==> src/logic/pfb_pkg.sv <==
//////////////////////////////////////////////////////////////////////
// Shared widths, vector types, state and format encodings and
// constants of the small instruction prefetch buffer
//////////////////////////////////////////////////////////////////////

package pfb_pkg;

  //////////////////////////////////////////////////////////////////////
  // Widths
  //////////////////////////////////////////////////////////////////////

  localparam int unsigned ADDR_W = 32; // Byte address width
  localparam int unsigned WORD_W = 32; // Memory word and full instruction
  localparam int unsigned HALF_W = 16; // One instruction parcel

  typedef logic [ADDR_W-1:0] addr_t;
  typedef logic [WORD_W-1:0] word_t;
  typedef logic [HALF_W-1:0] half_t;

  //////////////////////////////////////////////////////////////////////
  // Encodings
  //////////////////////////////////////////////////////////////////////

  // Memory side handshake of the bus controller
  typedef enum logic [1:0] {
    IDLE,         // Nothing owed by memory
    WAIT_GNT,     // Request held until the grant
    WAIT_RVALID,  // Granted and the response is still owed
    WAIT_ABORTED  // Response owed but no longer wanted after a branch
  } fetch_state_e;

  // Where the instruction at the program counter comes from
  //                 upper  lower
  //   FULL_ALIGNED  [word ][word ]
  //   C_ALIGNED     [ 0   ][word lo]
  //   C_MISALIGNED  [ 0   ][word hi]
  //   C_IN_REG      [ 0   ][cached]
  //   SPLIT_IN_REG  [word lo][cached]
  typedef enum logic [2:0] {
    FULL_ALIGNED,
    C_ALIGNED,
    C_MISALIGNED,
    C_IN_REG,
    SPLIT_IN_REG
  } instr_fmt_e;

  //////////////////////////////////////////////////////////////////////
  // Constants
  //////////////////////////////////////////////////////////////////////

  localparam addr_t      WORD_BYTES    = addr_t'(4); // Step past a 32-bit instruction
  localparam addr_t      HALF_BYTES    = addr_t'(2); // Step past a compressed one
  localparam logic [1:0] C_OPCODE_FULL = 2'b11;      // Low bits of a 32-bit instruction
  localparam addr_t      RESET_ADDR    = '0;         // First fetch after reset

endpackage

==> src/logic/pfb_bus_ctrl.sv <==
`timescale 1ns/1ps
//////////////////////////////////////////////////////////////////////
// Memory bus controller: request, grant and rvalid sequencing with
// one outstanding access and discard of responses after a branch
//////////////////////////////////////////////////////////////////////

module pfb_bus_ctrl (
  input  logic           clk,
  input  logic           rst_n,
  // Fetch requests from the aligner
  input  logic           fetch_req_i,    // One-cycle strobe asking for a word
  input  logic           flush_i,        // Branch, drop whatever is still owed
  input  pfb_pkg::addr_t fetch_addr_i,
  // Returned words
  output logic           word_valid_o,   // Pulse per response that was kept
  output pfb_pkg::word_t word_rdata_o,
  output logic           bus_busy_o,
  // Instruction memory
  output logic           instr_req_o,
  output pfb_pkg::addr_t instr_addr_o,
  input  logic           instr_gnt_i,
  input  pfb_pkg::word_t instr_rdata_i,
  input  logic           instr_rvalid_i
);
  import pfb_pkg::*;

  fetch_state_e state_q;
  fetch_state_e state_d;
  addr_t        addr_q;   // Word address held while waiting for the grant
  addr_t        addr_d;
  logic         drop_q;   // A branch came in before the grant
  logic         drop_d;
  logic         start;    // Put a new request on the bus this cycle

  // The data path is straight through, only the strobe is qualified
  assign word_rdata_o = instr_rdata_i;

  assign bus_busy_o = (state_q != IDLE) || instr_req_o;

  //////////////////////////////////////////////////////////////////////
  // Next state
  //////////////////////////////////////////////////////////////////////

  always_comb begin
    state_d      = state_q;
    addr_d       = addr_q;
    drop_d       = drop_q;
    instr_req_o  = 1'b0;
    instr_addr_o = addr_q;
    word_valid_o = 1'b0;
    start        = 1'b0;

    unique case (state_q)
      IDLE: begin
        start = fetch_req_i; // Free bus, accept the aligner right away
      end

      WAIT_GNT: begin
        instr_req_o = 1'b1; // Keep asking with the latched address
        if (flush_i) begin
          drop_d = 1'b1; // Request must still finish, remember to swallow it
        end
        if (instr_gnt_i) begin
          drop_d  = 1'b0;
          state_d = (drop_q || flush_i) ? WAIT_ABORTED : WAIT_RVALID;
        end
      end

      WAIT_RVALID: begin
        if (instr_rvalid_i) begin
          word_valid_o = !flush_i; // Same-cycle branch kills the word
          state_d      = IDLE;
          start        = fetch_req_i; // Back-to-back fetch on the response cycle
        end else if (flush_i) begin
          state_d = WAIT_ABORTED;
        end
      end

      WAIT_ABORTED: begin
        // Response belongs to the old stream and is simply ignored
        if (instr_rvalid_i) begin
          state_d = IDLE;
        end
      end

      default: state_d = IDLE;
    endcase

    // Launch a new access, memory only sees whole words
    if (start) begin
      instr_req_o  = 1'b1;
      instr_addr_o = {fetch_addr_i[31:2], 2'b00};
      addr_d       = {fetch_addr_i[31:2], 2'b00};
      state_d      = instr_gnt_i ? WAIT_RVALID : WAIT_GNT;
    end
  end

  //////////////////////////////////////////////////////////////////////
  // Registers
  //////////////////////////////////////////////////////////////////////

  always_ff @(posedge clk or negedge rst_n) begin
    if (!rst_n) begin
      state_q <= IDLE;
      addr_q  <= RESET_ADDR;
      drop_q  <= 1'b0;
    end else begin
      state_q <= state_d;
      addr_q  <= addr_d;
      drop_q  <= drop_d;
    end
  end

endmodule

==> src/logic/pfb_halfword_store.sv <==
`timescale 1ns/1ps
//////////////////////////////////////////////////////////////////////
// Halfword store: cached upper halfword of the last word and the copy
// of a word held back by the decoder
//////////////////////////////////////////////////////////////////////

module pfb_halfword_store (
  input  logic           clk,
  input  logic           rst_n,
  input  logic           word_valid_i,     // Fresh word from the bus controller
  input  logic           keep_upper_i,     // Cache the upper half of the current word
  input  logic           stall_word_i,     // Current word not used up, keep a copy
  input  logic           flush_i,          // Branch drops both buffers
  input  pfb_pkg::word_t word_rdata_i,
  output pfb_pkg::word_t cur_word_o,
  output logic           cur_word_valid_o,
  output pfb_pkg::half_t upper_half_o,
  output logic           upper_valid_o
);
  import pfb_pkg::*;

  word_t stall_word_q;   // Copy of a word the decoder did not take yet
  logic  stalled_q;
  half_t upper_q;        // Upper parcel of the most recent word
  logic  upper_valid_q;

  // The held copy wins, a new word cannot arrive while one is held
  assign cur_word_o       = stalled_q ? stall_word_q : word_rdata_i;
  assign cur_word_valid_o = stalled_q || word_valid_i;

  assign upper_half_o  = upper_q;
  assign upper_valid_o = upper_valid_q;

  // Flags
  always_ff @(posedge clk or negedge rst_n) begin
    if (!rst_n) begin
      stalled_q     <= 1'b0;
      upper_valid_q <= 1'b0;
    end else if (flush_i) begin
      stalled_q     <= 1'b0; // Old stream is gone
      upper_valid_q <= 1'b0;
    end else begin
      stalled_q <= stall_word_i;
      if (keep_upper_i) begin
        upper_valid_q <= 1'b1; // Stays valid, the aligner knows when it applies
      end
    end
  end

  // Data, qualified by the flags above
  always_ff @(posedge clk) begin
    if (stall_word_i) begin
      stall_word_q <= cur_word_o;
    end
    if (keep_upper_i) begin
      upper_q <= cur_word_o[31:16];
    end
  end

endmodule

==> src/logic/pfb_instr_align.sv <==
`timescale 1ns/1ps
//////////////////////////////////////////////////////////////////////
// Instruction aligner: program counter, format decision, output
// assembly and scheduling of word fetches and flushes
//////////////////////////////////////////////////////////////////////

module pfb_instr_align (
  input  logic           clk,
  input  logic           rst_n,
  // Decoder controls
  input  logic           req_i,
  input  logic           branch_i,
  input  logic           ready_i,
  input  pfb_pkg::addr_t addr_i,
  // Word and cached halfword from the store
  input  pfb_pkg::word_t cur_word_i,
  input  logic           cur_word_valid_i,
  input  pfb_pkg::half_t upper_half_i,
  input  logic           upper_valid_i,
  input  logic           bus_busy_i,
  // Control of the bus controller and the store
  output logic           fetch_req_o,
  output pfb_pkg::addr_t fetch_addr_o,
  output logic           flush_o,
  output logic           keep_upper_o,
  output logic           stall_word_o,
  // Decoder results
  output logic           valid_o,
  output pfb_pkg::word_t rdata_o,
  output pfb_pkg::addr_t addr_o,
  output logic           busy_o
);
  import pfb_pkg::*;

  addr_t      pc_q;         // Address of the next instruction to hand out
  addr_t      pc_next;
  addr_t      fetch_base;
  logic       second_q;     // First half of a split instruction is cached
  instr_fmt_e fmt;
  logic       instr_ok;     // A whole instruction is available
  logic       split_need;   // Upper parcel starts a 32-bit instruction
  logic       split_first;
  logic       accept;
  logic       miss;
  logic       prefetch;
  logic       lo_full;
  logic       hi_full;
  logic       reg_full;

  // A parcel is compressed unless both low bits are set
  assign lo_full  = (cur_word_i[1:0] == C_OPCODE_FULL);
  assign hi_full  = (cur_word_i[17:16] == C_OPCODE_FULL);
  assign reg_full = (upper_half_i[1:0] == C_OPCODE_FULL);

  //////////////////////////////////////////////////////////////////////
  // Format decision
  //////////////////////////////////////////////////////////////////////

  always_comb begin
    fmt        = C_IN_REG;
    instr_ok   = 1'b0;
    split_need = 1'b0;
    if (second_q) begin
      fmt      = SPLIT_IN_REG;     // Waiting for the lower parcel of the next word
      instr_ok = cur_word_valid_i;
    end else if (pc_q[1]) begin
      if (upper_valid_i) begin
        // Misaligned pc always matches the cached parcel
        if (!reg_full) begin
          instr_ok = 1'b1; // Served without touching memory
        end else begin
          split_need = 1'b1;
        end
      end else if (cur_word_valid_i) begin
        if (!hi_full) begin
          fmt      = C_MISALIGNED;
          instr_ok = 1'b1;
        end else begin
          split_need = 1'b1;
        end
      end
    end else if (cur_word_valid_i) begin
      fmt      = lo_full ? FULL_ALIGNED : C_ALIGNED;
      instr_ok = 1'b1;
    end
  end

  assign valid_o     = req_i && !branch_i && instr_ok;
  assign accept      = valid_o && ready_i;
  assign split_first = split_need && req_i && !branch_i; // Nothing is output, so no stall

  // One adder serves both steps and from a misaligned pc either lands in the next word
  assign pc_next = pc_q + (((fmt == FULL_ALIGNED) || (fmt == SPLIT_IN_REG)) ?
                           WORD_BYTES : HALF_BYTES);

  //////////////////////////////////////////////////////////////////////
  // Output assembly
  //////////////////////////////////////////////////////////////////////

  always_comb begin
    unique case (fmt)
      FULL_ALIGNED: rdata_o = cur_word_i;
      C_ALIGNED:    rdata_o = {16'h0000, cur_word_i[15:0]};
      C_MISALIGNED: rdata_o = {16'h0000, cur_word_i[31:16]};
      C_IN_REG:     rdata_o = {16'h0000, upper_half_i};
      SPLIT_IN_REG: rdata_o = {cur_word_i[15:0], upper_half_i}; // Second word over cached half
      default:      rdata_o = cur_word_i;
    endcase
  end

  assign addr_o = pc_q; // Held through the second fetch of a split

  //////////////////////////////////////////////////////////////////////
  // Fetch scheduling
  //////////////////////////////////////////////////////////////////////

  // Next instruction lives in a word not yet fetched
  assign prefetch = accept &&
                    ((fmt == FULL_ALIGNED) || (fmt == C_MISALIGNED) || (fmt == C_IN_REG));
  // Nothing usable at the pc and only an idle bus controller takes the request
  assign miss = req_i && !branch_i && !instr_ok && !split_need && !second_q;

  assign fetch_req_o  = miss || split_first || prefetch;
  assign fetch_base   = miss ? pc_q : pc_next;
  assign fetch_addr_o = {fetch_base[31:2], 2'b00};
  assign flush_o      = branch_i;

  // Cache the upper parcel whenever the next pc will point into it
  assign keep_upper_o = (split_first && !upper_valid_i) ||
                        (accept && ((fmt == C_ALIGNED) || (fmt == SPLIT_IN_REG)));
  assign stall_word_o = cur_word_valid_i && !accept && !split_first && !branch_i;

  assign busy_o = bus_busy_i || second_q;

  always_ff @(posedge clk or negedge rst_n) begin
    if (!rst_n) begin
      pc_q     <= RESET_ADDR;
      second_q <= 1'b0;
    end else if (branch_i) begin
      pc_q     <= addr_i; // Redirect drops any pending half
      second_q <= 1'b0;
    end else begin
      if (accept) begin
        pc_q <= pc_next;
      end
      if (split_first) begin
        second_q <= 1'b1;
      end else if (accept) begin
        second_q <= 1'b0;
      end
    end
  end

endmodule

==> src/logic/pfb_prefetch_top.sv <==
`timescale 1ns/1ps
//////////////////////////////////////////////////////////////////////
// Top of the small prefetch buffer: bus controller and halfword
// store side by side, joined by the instruction aligner
//////////////////////////////////////////////////////////////////////

module pfb_prefetch_top (
  input  logic           clk,
  input  logic           rst_n,
  // Decoder interface
  input  logic           req_i,
  input  logic           branch_i,
  input  pfb_pkg::addr_t addr_i,
  input  logic           ready_i,
  output logic           valid_o,
  output pfb_pkg::word_t rdata_o,
  output pfb_pkg::addr_t addr_o,
  output logic           busy_o,
  // Instruction memory
  output logic           instr_req_o,
  input  logic           instr_gnt_i,
  output pfb_pkg::addr_t instr_addr_o,
  input  pfb_pkg::word_t instr_rdata_i,
  input  logic           instr_rvalid_i
);
  import pfb_pkg::*;

  logic  fetch_req;
  addr_t fetch_addr;
  logic  flush;
  logic  word_valid;
  word_t word_rdata;
  logic  bus_busy;
  logic  keep_upper;
  logic  stall_word;
  word_t cur_word;
  logic  cur_word_valid;
  half_t upper_half;
  logic  upper_valid;

  pfb_bus_ctrl u_bus (
    .clk, .rst_n,
    .fetch_req_i (fetch_req), .flush_i (flush), .fetch_addr_i (fetch_addr),
    .word_valid_o (word_valid), .word_rdata_o (word_rdata), .bus_busy_o (bus_busy),
    .instr_req_o, .instr_addr_o, .instr_gnt_i, .instr_rdata_i, .instr_rvalid_i
  );

  pfb_halfword_store u_store (
    .clk, .rst_n,
    .word_valid_i (word_valid), .keep_upper_i (keep_upper), .stall_word_i (stall_word),
    .flush_i (flush), .word_rdata_i (word_rdata),
    .cur_word_o (cur_word), .cur_word_valid_o (cur_word_valid),
    .upper_half_o (upper_half), .upper_valid_o (upper_valid)
  );

  pfb_instr_align u_align (
    .clk, .rst_n, .req_i, .branch_i, .ready_i, .addr_i,
    .cur_word_i (cur_word), .cur_word_valid_i (cur_word_valid),
    .upper_half_i (upper_half), .upper_valid_i (upper_valid), .bus_busy_i (bus_busy),
    .fetch_req_o (fetch_req), .fetch_addr_o (fetch_addr), .flush_o (flush),
    .keep_upper_o (keep_upper), .stall_word_o (stall_word),
    .valid_o, .rdata_o, .addr_o, .busy_o
  );

endmodule

==> config.mk <==
export PLATFORM = sky130hd
export DESIGN_NAME = pfb_prefetch_top
export DESIGN_NICKNAME = d
export VERILOG_FILES = /design/src/logic/pfb_pkg.sv /design/src/logic/pfb_bus_ctrl.sv /design/src/logic/pfb_halfword_store.sv /design/src/logic/pfb_instr_align.sv /design/src/logic/pfb_prefetch_top.sv
export SDC_FILE = /design/constraint.sdc
export NUM_CORES = 1
export LEC_CHECK = 0
export ABC_AREA = 1
export BUFFER_PORTS_ARGS = -buffer_cell sky130_fd_sc_hd__buf_2
export CORE_UTILIZATION = 35
export CTS_CLUSTER_DIAMETER = 60
export DETAILED_ROUTE_END_ITERATION = 6
export SYNTH_ARGS = -nofsm -noshare
export SYNTH_HDL_FRONTEND = slang
export SYNTH_SLANG_ARGS = --single-unit
==> constraint.sdc <==
create_clock -name clk -period 3.7 [get_ports clk]
set_input_delay 0.185 -clock clk [delete_from_list [all_inputs] [get_ports clk]]
set_output_delay 0.185 -clock clk [all_outputs]
set_load 0.01 [all_outputs]
==> metrics.txt, run 1 <==
# DRC 0; layout cells sized above 1 24.60%; Worst-path clk slew 0.06 ns; critical path cell sequence nor2_2 > nand2_1 > nand2_2 > nand2_1 > nor2_2 > nand2_1 > nand2_1 > fa_1 > nand2_1 > nor2_1 > inv_1 > nor2_1 > nand3b_1 > nand2_1 > nand2_1 > nand2_1 > nand2_1 > nand2_1 > buf_2; global-route wire length before repair 32.14 mm; Sinks on Clock Net 118; CP max stage delay 0.44 ns; Rel. slew slack 48.25%; final design utilization 45.72%; initial core utilization 35.66%; HPWL Detailed 13.92 mm; Routed Antenna Nets 0; largest net degree at the start of global routing 53; Netlist cell types 35; Antenna Cells 0; mapped cell area 6649 um^2; Die ar. 19,550 um^2; fmax 0.2940 GHz; Comb power frac 29.9%; Seq pwr share 36.3%; Crit. End Element output port; dpl ws 0.5833 ns; CP required 3.51 ns; total CTS buffers 17; Root Buffer Master clkbuf_16; # H-tree levels 4; initial antenna violation count 0; total congestion overflow 0; syn_nets 942; area delta synth->final 28.19%; Mean Syn Cell Area 7.651 um^2; Vias per Instance 4.887; Top FF cell, synth dfrtp_1; Final Power 4.859 mW; port buffer count 169; GPL Wtd Cong 0.8512; Hold Crit Depth 3; fillers 1,857; Slowest-stage cell, CP dfrtp_1; DRT iter0 DRCs 472; # rows 50; worst skew pair latency 0.43 ns; Final Setup Violations 0; height of the die 139.8 um; top-count cell post-synth nand2_1; Post-synth ARST share 59.32%; family with the most delay on the worst path simple AND/OR/NAND/NOR gates; RSZ-0062 raised after global routing no; setup TNS 0 ns; min-delay src addr_i[6]; register area 3193 um^2; Max clock buf depth 2; Post-synth EDFFs 48; top cells by count, synth nand2_1, dfrtp_1, inv_1, nand3_1, edfxtp_1; leakage power 4.188 nW; GRT Util Overall 21.16%; Synth area leader dfrtp_1; VDD IR max 0.3580 mV; Fin Clk Skew 0.01228 ns; worst-path fanout max 7; Final Max Slew Viols 0; status completed; r2r setup slk 0.94 ns; DR WL/cell 15.41 um; vias in the first global route 6,037; worst r2r src u_bus.state_q[0]; Setup WS post-layout 0.2986 ns; Vias 6,368; Worst-Margin Slew 0.7743 ns; CTS tree built; CORE AREA 18,640 um^2; Final #Nets 1,129; Area contributors post-synth dfrtp_1, nand2_1, edfxtp_1; Reg2Reg Depth 19; most used cell along the critical path nand2_1; Switch Pwr 1.769 mW; Hold Violations, Final 0; hold slack final 0.009267 ns; Setup crit start kind flip-flop; worst r2r dst u_bus.addr_q[29]; post-layout min period 3.401 ns; max-cap violation count 0; Die Width 139.8 um; I/O pins 170; Cells after Synth 869; Hold Path Sink u_align.addr_o[6]; #FFs+latches synth 118; Pint 3.089 mW; Crit Path Class flip-flop to output port; WP buf/inv 2; post-synthesis sequential area ratio 48.02%; Critical Path AT 3.22 ns; Pwr Density 570.1 nW/um^2; post-synth top area share 26.35%; Clk pwr share 33.7%; yosys warns 0; HP Class input pin to flip-flop; switch share 36.42%; final worst-path cycle share 91.93%; Routed WL 20.08 mm; Multi-input gate area 3029 um^2; first drt pass iteration count 7
-- flip-flops by register name (all words and copies together) (netlist names) --
name / flops
u_store.stall_word_q: 32
u_store.upper_half_o: 16
u_align.addr_o: 32
u_store.stalled_q: 1
u_bus.drop_q: 1
u_align.second_q: 1
u_bus.state_q: 2
u_store.upper_valid_o: 1
u_bus.addr_q: 32
-- cells by family (layout without fill, tap and decap cells) --
logic type               count (synthesis)  count (layout)  synth area share (%)
XOR/XNOR                                24              24                 3.162
adder cells (fa/ha/maj)                  2               2                0.4893
flip-flops                             118             118                 48.02
AO/OA/AOI/OAI                           80              80                 7.565
AND/OR/NAND/NOR                        539             539                 33.89
buffers and inverters                  106             306                 6.869
-- per-layer routing --
layer,track usage (%),vias up,routed length (um),part of all wire (%)
met2,32.08,198,9125,45
li1,-,3196,-,-
met5,0,-,0,0
met4,6.593,0,261,1.3
met3,5.093,16,1156,5.8
met1,29.68,2958,9539,47
-- power by group through the flow --
stage               Clock (mW)  Combinational (mW)  Sequential [mW]
floorplan                    0               0.897             1.77
global placement             0                1.44             1.78
detailed placement           0                1.44             1.78
CTS                       1.66                1.46             1.76
global route              1.73                1.64             1.79
finish                    1.64                1.45             1.77
-- worst max-delay path by stage --
stage / startpoint / endpoint / slack, ns / cells past startpoint
final: u_bus.state_q[0] / instr_addr_o[29] / 0.30 / 19
after global routing: u_bus.state_q[0] / instr_addr_o[13] / 0.002 / 18
after CTS: u_bus.state_q[1] / instr_addr_o[30] / 0.11 / 20
after detailed placement: u_bus.state_q[1] / instr_addr_o[30] / 0.58 / 20
after global placement: u_store.stalled_q / instr_addr_o[2] / 0.70 / 15
after floorplan: u_store.stalled_q / u_store.stall_word_q[0] / 0.42 / 13
-- repair_timing --
action | CTS | global route
hold buffers | 22 | 0
resized for setup | 0 | 9
setup endpoints to repair | 0 | 22
hold endpoints to repair | 39 | 0
setup buffers | 0 | 1
-- tightest hold or removal path, stage by stage --
cell	delay, ns
buf_2	0.08
nand2_1	0.05
nand3_1	0.08
-- final cells by class --
cell class	count	area share, %
clock buffers	17	4.991
clock inverters	15	1.835
inverters	71	3.171
multi-input cells	645	35.54
flip-flops and latches	118	37.46
well taps	234	3.435
repair buffers	203	13.56
-- through the flow --
step                      instance area [um^2]  cells
after floorplan                           6649    869
after global routing                      8523   1303
after detailed placement                  7687   1248
final                                     8523   1303
after CTS                                 8489   1302
after global placement                    7687   1248
-- placed cells by master, fill, tap and decap left out, types with 14 or more instances in the layout --
| cell type | count |
|---|---|
| buf_2 | 169 |
| clkbuf_16 | 17 |
| dfrtp_1 | 70 |
| dlygate4sd3_1 | 22 |
| edfxtp_1 | 48 |
| inv_1 | 58 |
| nand2_1 | 392 |
| nand3_1 | 56 |
| nor2_1 | 29 |
| nor3_1 | 16 |
| o211ai_1 | 24 |
| o21ai_0 | 28 |
| o21ai_1 | 14 |
| or2_2 | 14 |
| xor2_1 | 21 |
(Power assumes the default switching activity.)
==> inputs of run 2 (changes only) <==
--- a/config.mk
+++ b/config.mk
@@ -12,4 +12,5 @@
 export DETAILED_ROUTE_END_ITERATION = 6
 export SYNTH_ARGS = -nofsm -noshare
 export SYNTH_HDL_FRONTEND = slang
+export SYNTH_HIERARCHICAL = 1
 export SYNTH_SLANG_ARGS = --single-unit
==> run 2 against run 1 <==
Net effect: sequential share of layout area is 2.6 points lower; routed wire length increased by 8.5%; sequential power about the same; first-iteration DRC count rose by 15%; cell count grew 12%; combinational power about the same.
==> metrics.txt, run 2 <==
Final Setup Violations 0 (unchanged); Die Width 146.2 um (was 139.8 um); Crit. End Element output port (unchanged); family with the most delay on the worst path simple AND/OR/NAND/NOR gates (unchanged); first drt pass iteration count 5 (was 7); Vias 7,064 (was 6,368); final worst-path cycle share 94.55% (was 91.93%); worst r2r dst u_store/stall_word_q[0] (was u_bus.addr_q[29]); setup TNS 0 ns (unchanged); GRT Util Overall 20.81% (was 21.16%); DR WL/cell 14.89 um (was 15.41 um); max layer used met4 (unchanged); VDD IR max 0.3477 mV (was 0.3580 mV); max-cap violation count 0 (unchanged); WP buf/inv 4 (was 2); initial core utilization 35.87% (was 35.66%); area delta synth->final 25.72% (was 28.19%); crit path launch u_bus/state_q[1] (was u_bus.state_q[0]); CTS tree built (unchanged); DRT iter0 DRCs 543 (was 472); Setup crit start kind flip-flop (unchanged); worst-path fanout max 5 (was 7); # DRC 0 (unchanged); Crit Path Class flip-flop to output port (unchanged); HP Class input pin to flip-flop (unchanged); DR WL met2 10.42 mm (was 9.125 mm); yosys warns 6 (was 0); # rows 52 (was 50); Final Max Slew Viols 0 (unchanged); GPL Wtd Cong 0.8749 (was 0.8512); Worst-Margin Slew 0.9432 ns (was 0.7743 ns); Detail Route met3 WL 1.327 mm (was 1.156 mm); Hold Violations, Final 0 (unchanged); Worst-path clk slew 0.06 ns (about the same); Cells after Synth 1,014 (was 869); Max clock buf depth 2 (unchanged); most used cell along the critical path nand2_1 (unchanged); CP max stage delay 0.39 ns (was 0.44 ns); global-route wire length before repair 35.01 mm (was 32.14 mm); Routed WL 21.80 mm (was 20.08 mm); Sinks on Clock Net 118 (unchanged); Critical Path AT 3.31 ns (was 3.22 ns); port buffer count 169 (unchanged); syn_nets 1,088 (was 942); Setup WS post-layout 0.2017 ns (was 0.2986 ns); placed cell area 8113 um^2 (was 7687 um^2); Rel. slew slack 37.12% (was 48.25%); Finished Cell Area 9155 um^2 (was 8523 um^2); Non-Filler Instances 1,464 (was 1,303); Pwr Density 536.5 nW/um^2 (was 570.1 nW/um^2); WP depth 23 (was 19); CP endpoint instr_addr_o[31] (was instr_addr_o[29]); Slowest-stage cell, CP dfrtp_1 (unchanged); mapped cell area 7282 um^2 (was 6649 um^2); CORE AREA 20,300 um^2 (was 18,640 um^2); Die ar. 21,390 um^2 (was 19,550 um^2); # H-tree levels 4 (unchanged); Mean Syn Cell Area 7.181 um^2 (was 7.651 um^2); Final Power 4.912 mW (was 4.859 mW); height of the die 146.2 um (was 139.8 um); status completed (unchanged); commonest non-fill, non-tap cell in the layout nand2_1 (unchanged); layout cells sized above 1 24.12% (was 24.60%); Vias per Instance 4.825 (was 4.887); leakage power 4.633 nW (was 4.188 nW); worst r2r src u_bus/state_q[1] (was u_bus.state_q[0]); dpl ws 0.04638 ns (was 0.5833 ns); Reg2Reg Depth 13 (was 19); Fin Clk Skew 0.007416 ns (was 0.01228 ns); I/O pins 170 (unchanged); worst skew pair latency 0.42 ns (was 0.43 ns); CP required 3.51 ns (about the same); Final #Nets 1,255 (was 1,129); total congestion overflow 0 (unchanged); most frequent cells in the layout nand2_1, buf_2, nand3_1 (was nand2_1, buf_2, dfrtp_1); fmax 0.2859 GHz (was 0.2940 GHz); initial antenna violation count 0 (unchanged); post-layout min period 3.498 ns (was 3.401 ns); HPWL Detailed 15.07 mm (was 13.92 mm); Root Buffer Master clkbuf_16 (unchanged); largest net degree at the start of global routing 71 (was 53); Antenna Cells 0 (unchanged); r2r setup slk 0.75 ns (was 0.94 ns); critical path cell sequence inv_2 > nor2_4 > inv_2 > nor3_2 > or2_4 > nand2_8 > o21ai_4 > nand2_4 > nor2_8 > nor2_4 > ha_4 > fa_2 > nand3_4 > nor2_4 > inv_1 > nor2_4 > nand3b_1 > nand2_1 > nand2_1 > nand2_1 > nand2_1 > nand2_1 > buf_2 (was nor2_2 > nand2_1 > nand2_2 > nand2_1 > nor2_2 > nand2_1 > nand2_1 > fa_1 > nand2_1 > nor2_1 > inv_1 > nor2_1 > nand3b_1 > nand2_1 > nand2_1 > nand2_1 > nand2_1 > nand2_1 > buf_2); # placed instances 1,398 (was 1,248); vias in the first global route 6,665 (was 6,037); DRT met1 WL 9.654 mm (was 9.539 mm); total CTS buffers 17 (unchanged); Routed Antenna Nets 0 (unchanged)
run 2: cell type report:
class | instances | area, um^2
multi-input cells | 773 | 3545
well taps | 270 | 337.8
clock buffers | 17 | 425.4
inverters | 52 | 207.7
flip-flops and latches | 118 | 3194
fillers | 2064 | 11140
repair buffers | 219 | 1277
clock inverters | 15 | 167.7
run 2: metrics by stage:
stage          hold slack [ns]  util [%]
6_report               0.01344     45.10
5_1_grt                0.01317     45.10
4_1_cts               0.001259     44.30
3_5_place_dp            0.3862     39.97
3_3_place_gp            0.3851     39.97
2_1_floorplan          -0.1106         -
run 2: tightest hold or removal path, cell delays in order:
cell and delay, ns:
buf_2 0.09, nand2_1 0.05, nand3_1 0.07
run 2: worst min-delay path by stage:
| stage | start | cells after the start | endpoint | slack, ns |
|---|---|---|---|---|
| finish | addr_i[31] | 3 | u_align/addr_o[31] | 0.01 |
| floorplan | rst_n | 0 | u_align/addr_o[0] | -0.11 |
| global route | addr_i[30] | 3 | u_align/addr_o[30] | 0.01 |
| CTS | addr_i[31] | 3 | u_align/addr_o[31] | 0.001 |
| global placement | addr_i[0] | 3 | u_align/addr_o[0] | 0.39 |
| detailed placement | rst_n | 1 | u_align/addr_o[22] | 0.39 |
run 2: where the power goes:
part	switching (mW)	total, mW	internal [mW]
Combinational	0.925	1.48	0.554
Sequential	0.147	1.76	1.61
Clock	0.667	1.67	1.01
run 2: per-layer routing:
metal  up-vias  global-route usage (%)
li1       3535                       -
met1      3258                   27.35
met2       242                   34.52
met3        29                   4.531
met4         0                   5.573
met5         -                       0
run 2: repair_timing:
item                                    4_1_cts  5_1_grt
buffers inserted                              7        7
resized for setup                            12       25
hold endpoints to repair                     89        0
endpoints found under the setup margin       25       32
hold buffers                                 20        0
pin swaps                                     4        8
==> inputs of run 3 (changes only) <==
--- a/config.mk
+++ b/config.mk
@@ -7,10 +7,10 @@
 export LEC_CHECK = 0
 export ABC_AREA = 1
 export BUFFER_PORTS_ARGS = -buffer_cell sky130_fd_sc_hd__buf_2
+export CORE_MARGIN = 5
 export CORE_UTILIZATION = 35
 export CTS_CLUSTER_DIAMETER = 60
 export DETAILED_ROUTE_END_ITERATION = 6
 export SYNTH_ARGS = -nofsm -noshare
 export SYNTH_HDL_FRONTEND = slang
-export SYNTH_HIERARCHICAL = 1
 export SYNTH_SLANG_ARGS = --single-unit
==> run 3 against run 2 <==
Net effect: the flow now finishes with violations (negative hold slack); clock-buffer cell count unchanged; sequential share of layout area rose by 2.7 points; non-clock buffer count down 18; clock skew is 0.0081 ns higher; clock power down 5%; utilization is 0.26 points higher; total power down 1.8%; highest routed layer unchanged; flip-flop and latch count is the same; via count is 9.7% lower.
==> metrics.txt, run 3 (synthesis gave the netlist of run 1 again) <==
first drt pass iteration count 5 (unchanged); RSZ-0062 raised after global routing yes; leakage power 4.164 nW (was 4.633 nW); Multi-input gate area 3017 um^2 (was 3545 um^2); most frequent cells in the layout nand2_1, buf_2, dfrtp_1 (was nand2_1, buf_2, nand3_1); fmax 0.2926 GHz (was 0.2859 GHz); final worst-path cycle share 92.37% (was 94.55%); placed cell area 7687 um^2 (was 8113 um^2); dpl ws 0.4952 ns (was 0.04638 ns); Worst-Margin Slew 0.9310 ns (was 0.9432 ns); Slowest-stage cell, CP dfrtp_1 (unchanged); DRT iter0 DRCs 472 (was 543); Setup crit start kind flip-flop (unchanged); GPL Wtd Cong 0.9062 (was 0.8749); most used cell along the critical path nand2_1 (unchanged); # H-tree levels 4 (unchanged); CP max stage delay 0.43 ns (was 0.39 ns); Crit Path Class flip-flop to output port (unchanged); height of the die 147.8 um (was 146.2 um); HPWL Detailed 14.62 mm (was 15.07 mm); commonest non-fill, non-tap cell in the layout nand2_1 (unchanged); total congestion overflow 0 (unchanged); Final #Nets 1,127 (was 1,255); HP Class input pin to asynchronous set/reset pin (was input pin to flip-flop); Final Max Slew Viols 0 (unchanged); register area 3193 um^2 (was 3194 um^2); Crit. End Element output port (unchanged); worst-path fanout max 19 (was 5); Vias 6,379 (was 7,064); DR WL/cell 15.79 um (was 14.89 um); layout cells sized above 1 24.37% (was 24.12%); Die ar. 21,850 um^2 (was 21,390 um^2); area delta synth->final 27.63% (was 25.72%); # placed instances 1,248 (was 1,398); # DRC 0 (unchanged); Vias per Instance 4.896 (was 4.825); initial antenna violation count 2 (was 0); Setup WS post-layout 0.2823 ns (was 0.2017 ns); GRT Util Overall 19.03% (was 20.81%); Die Width 147.8 um (was 146.2 um); vias in the first global route 6,243 (was 6,665); post-layout min period 3.418 ns (was 3.498 ns); # rows 50 (was 52); CTS tree built (unchanged); worst r2r src u_store.stalled_q (was u_bus/state_q[1]); setup TNS 0 ns (unchanged); failing checks negative hold slack; r2r setup slk 0.88 ns (was 0.75 ns); Worst-path clk slew 0.06 ns (about the same); Hold Violations, Final 18 (was 0); Sinks on Clock Net 118 (unchanged); fillers 1,926 (was 2,064); family with the most delay on the worst path simple AND/OR/NAND/NOR gates (unchanged); Critical Path AT 3.23 ns (was 3.31 ns); Finished Cell Area 8486 um^2 (was 9155 um^2); VDD IR max 0.3549 mV (was 0.3477 mV); largest net degree at the start of global routing 71 (unchanged); I/O pins 170 (unchanged); global-route wire length before repair 33.17 mm (was 35.01 mm); CP required 3.51 ns (about the same); hold slack final -0.01415 ns (was 0.01344 ns); Reg2Reg Depth 12 (was 13); Root Buffer Master clkbuf_16 (unchanged); WP buf/inv 3 (was 4); max-cap violation count 0 (unchanged); worst skew pair latency 0.42 ns (about the same); Routed WL 20.57 mm (was 21.80 mm); critical path cell sequence inv_4 > nand2_2 > nand2_1 > nor2_2 > nand2_1 > nand2_1 > ha_1 > inv_1 > o21ai_1 > nand2_1 > nor3_2 > nand2_1 > xor2_1 > nand2_1 > o21ai_1 > nand2_1 > nand2_1 > buf_2 (was inv_2 > nor2_4 > inv_2 > nor3_2 > or2_4 > nand2_8 > o21ai_4 > nand2_4 > nor2_8 > nor2_4 > ha_4 > fa_2 > nand3_4 > nor2_4 > inv_1 > nor2_4 > nand3b_1 > nand2_1 > nand2_1 > nand2_1 > nand2_1 > nand2_1 > buf_2); initial core utilization 35.55% (was 35.87%); Pwr Density 568.3 nW/um^2 (was 536.5 nW/um^2); status finished with violations (was completed); total CTS buffers 17 (unchanged); Rel. slew slack 37.93% (was 37.12%); Routed Antenna Nets 0 (unchanged); Max clock buf depth 2 (unchanged); Fin Clk Skew 0.01549 ns (was 0.007416 ns); setup repair bufs after CTS 0 (was 7); worst r2r dst u_store.stall_word_q[12] (was u_store/stall_word_q[0]); Final Setup Violations 0 (unchanged); Non-Filler Instances 1,303 (was 1,464); port buffer count 169 (unchanged); CORE AREA 18,710 um^2 (was 20,300 um^2)
[run 3: cell types whose count changed in the layout (fill, tap and decap cells not counted), sizes merged, moves of 12 or more]
cell / before / now
nand2: 531 / 402
nor2: 66 / 35
nand3: 84 / 57
o211ai: 0 / 24
buf: 199 / 180
inv: 57 / 76
nor3: 2 / 18
xor2: 6 / 21
o21ai: 31 / 43
or2: 2 / 14
[run 3: worst max path at each step]
stage / endpoint / cells after the start / from / slack, ns
after floorplan: u_store.stall_word_q[0] / 13 / u_store.stalled_q / 0.42
after global placement: instr_addr_o[30] / 18 / u_store.stalled_q / 0.61
after detailed placement: instr_addr_o[30] / 18 / u_store.stalled_q / 0.50
after CTS: instr_addr_o[30] / 18 / u_store.stalled_q / 0.03
after global routing: instr_addr_o[30] / 18 / u_store.stalled_q / -0.04
final: instr_addr_o[30] / 18 / u_store.stalled_q / 0.28
[run 3: layer usage]
layer / track usage [%] / routed length, um
met4: 6.882 / 529
met2: 29.18 / 9285
met3: 4.476 / 1477
met1: 26.39 / 9277
met5: 0 / 0
[run 3: per-stage QoR]
step                      power, mW  utilization, %  hold slack [ns]
final                         4.822           45.36         -0.01415
after CTS                     4.875           45.27        0.0005019
after global routing          5.129           45.36         0.007795
after detailed placement      3.247           41.10           0.4052
after floorplan               2.669               -          -0.1106
after global placement        3.236           41.10           0.3941
[run 3: cell type report]
cell class / instances / area share [%]
Antenna cell: 2 / 0.05898
Clock buffer: 17 / 5.013
Clock inverter: 15 / 1.710
Inverter: 71 / 3.170
Multi-Input combinational cell: 645 / 35.55
Sequential cell: 118 / 37.63
Tap cell: 234 / 3.450
Timing Repair Buffer: 201 / 13.42
[run 3: what timing repair did]
item / 4_1_cts / 5_1_grt
setup endpoints to repair: 0 / 14
hold endpoints to repair: 21 / 0
resized for setup: 0 / 5
hold buffers: 21 / 0
[run 3: where the power goes]
part	leakage (nW)	internal (mW)	switching, mW
Sequential	1.31	1.63	0.135
Clock	0.277	0.937	0.655
Combinational	2.58	0.507	0.958
[run 3: worst reg2reg max path, stage by stage (launching register included)]
cell and delay, ns:
dfrtp_1 0.43, buf_4 0.34, nand2_1 0.12, nand2_2 0.14
nand2_2 0.08, nand2_2 0.08, nand2_2 0.06, nand2_1 0.07
nand2_2 0.08, nand3_4 0.15, nand2_1 0.32, nor2_4 0.18
buf_4 0.41
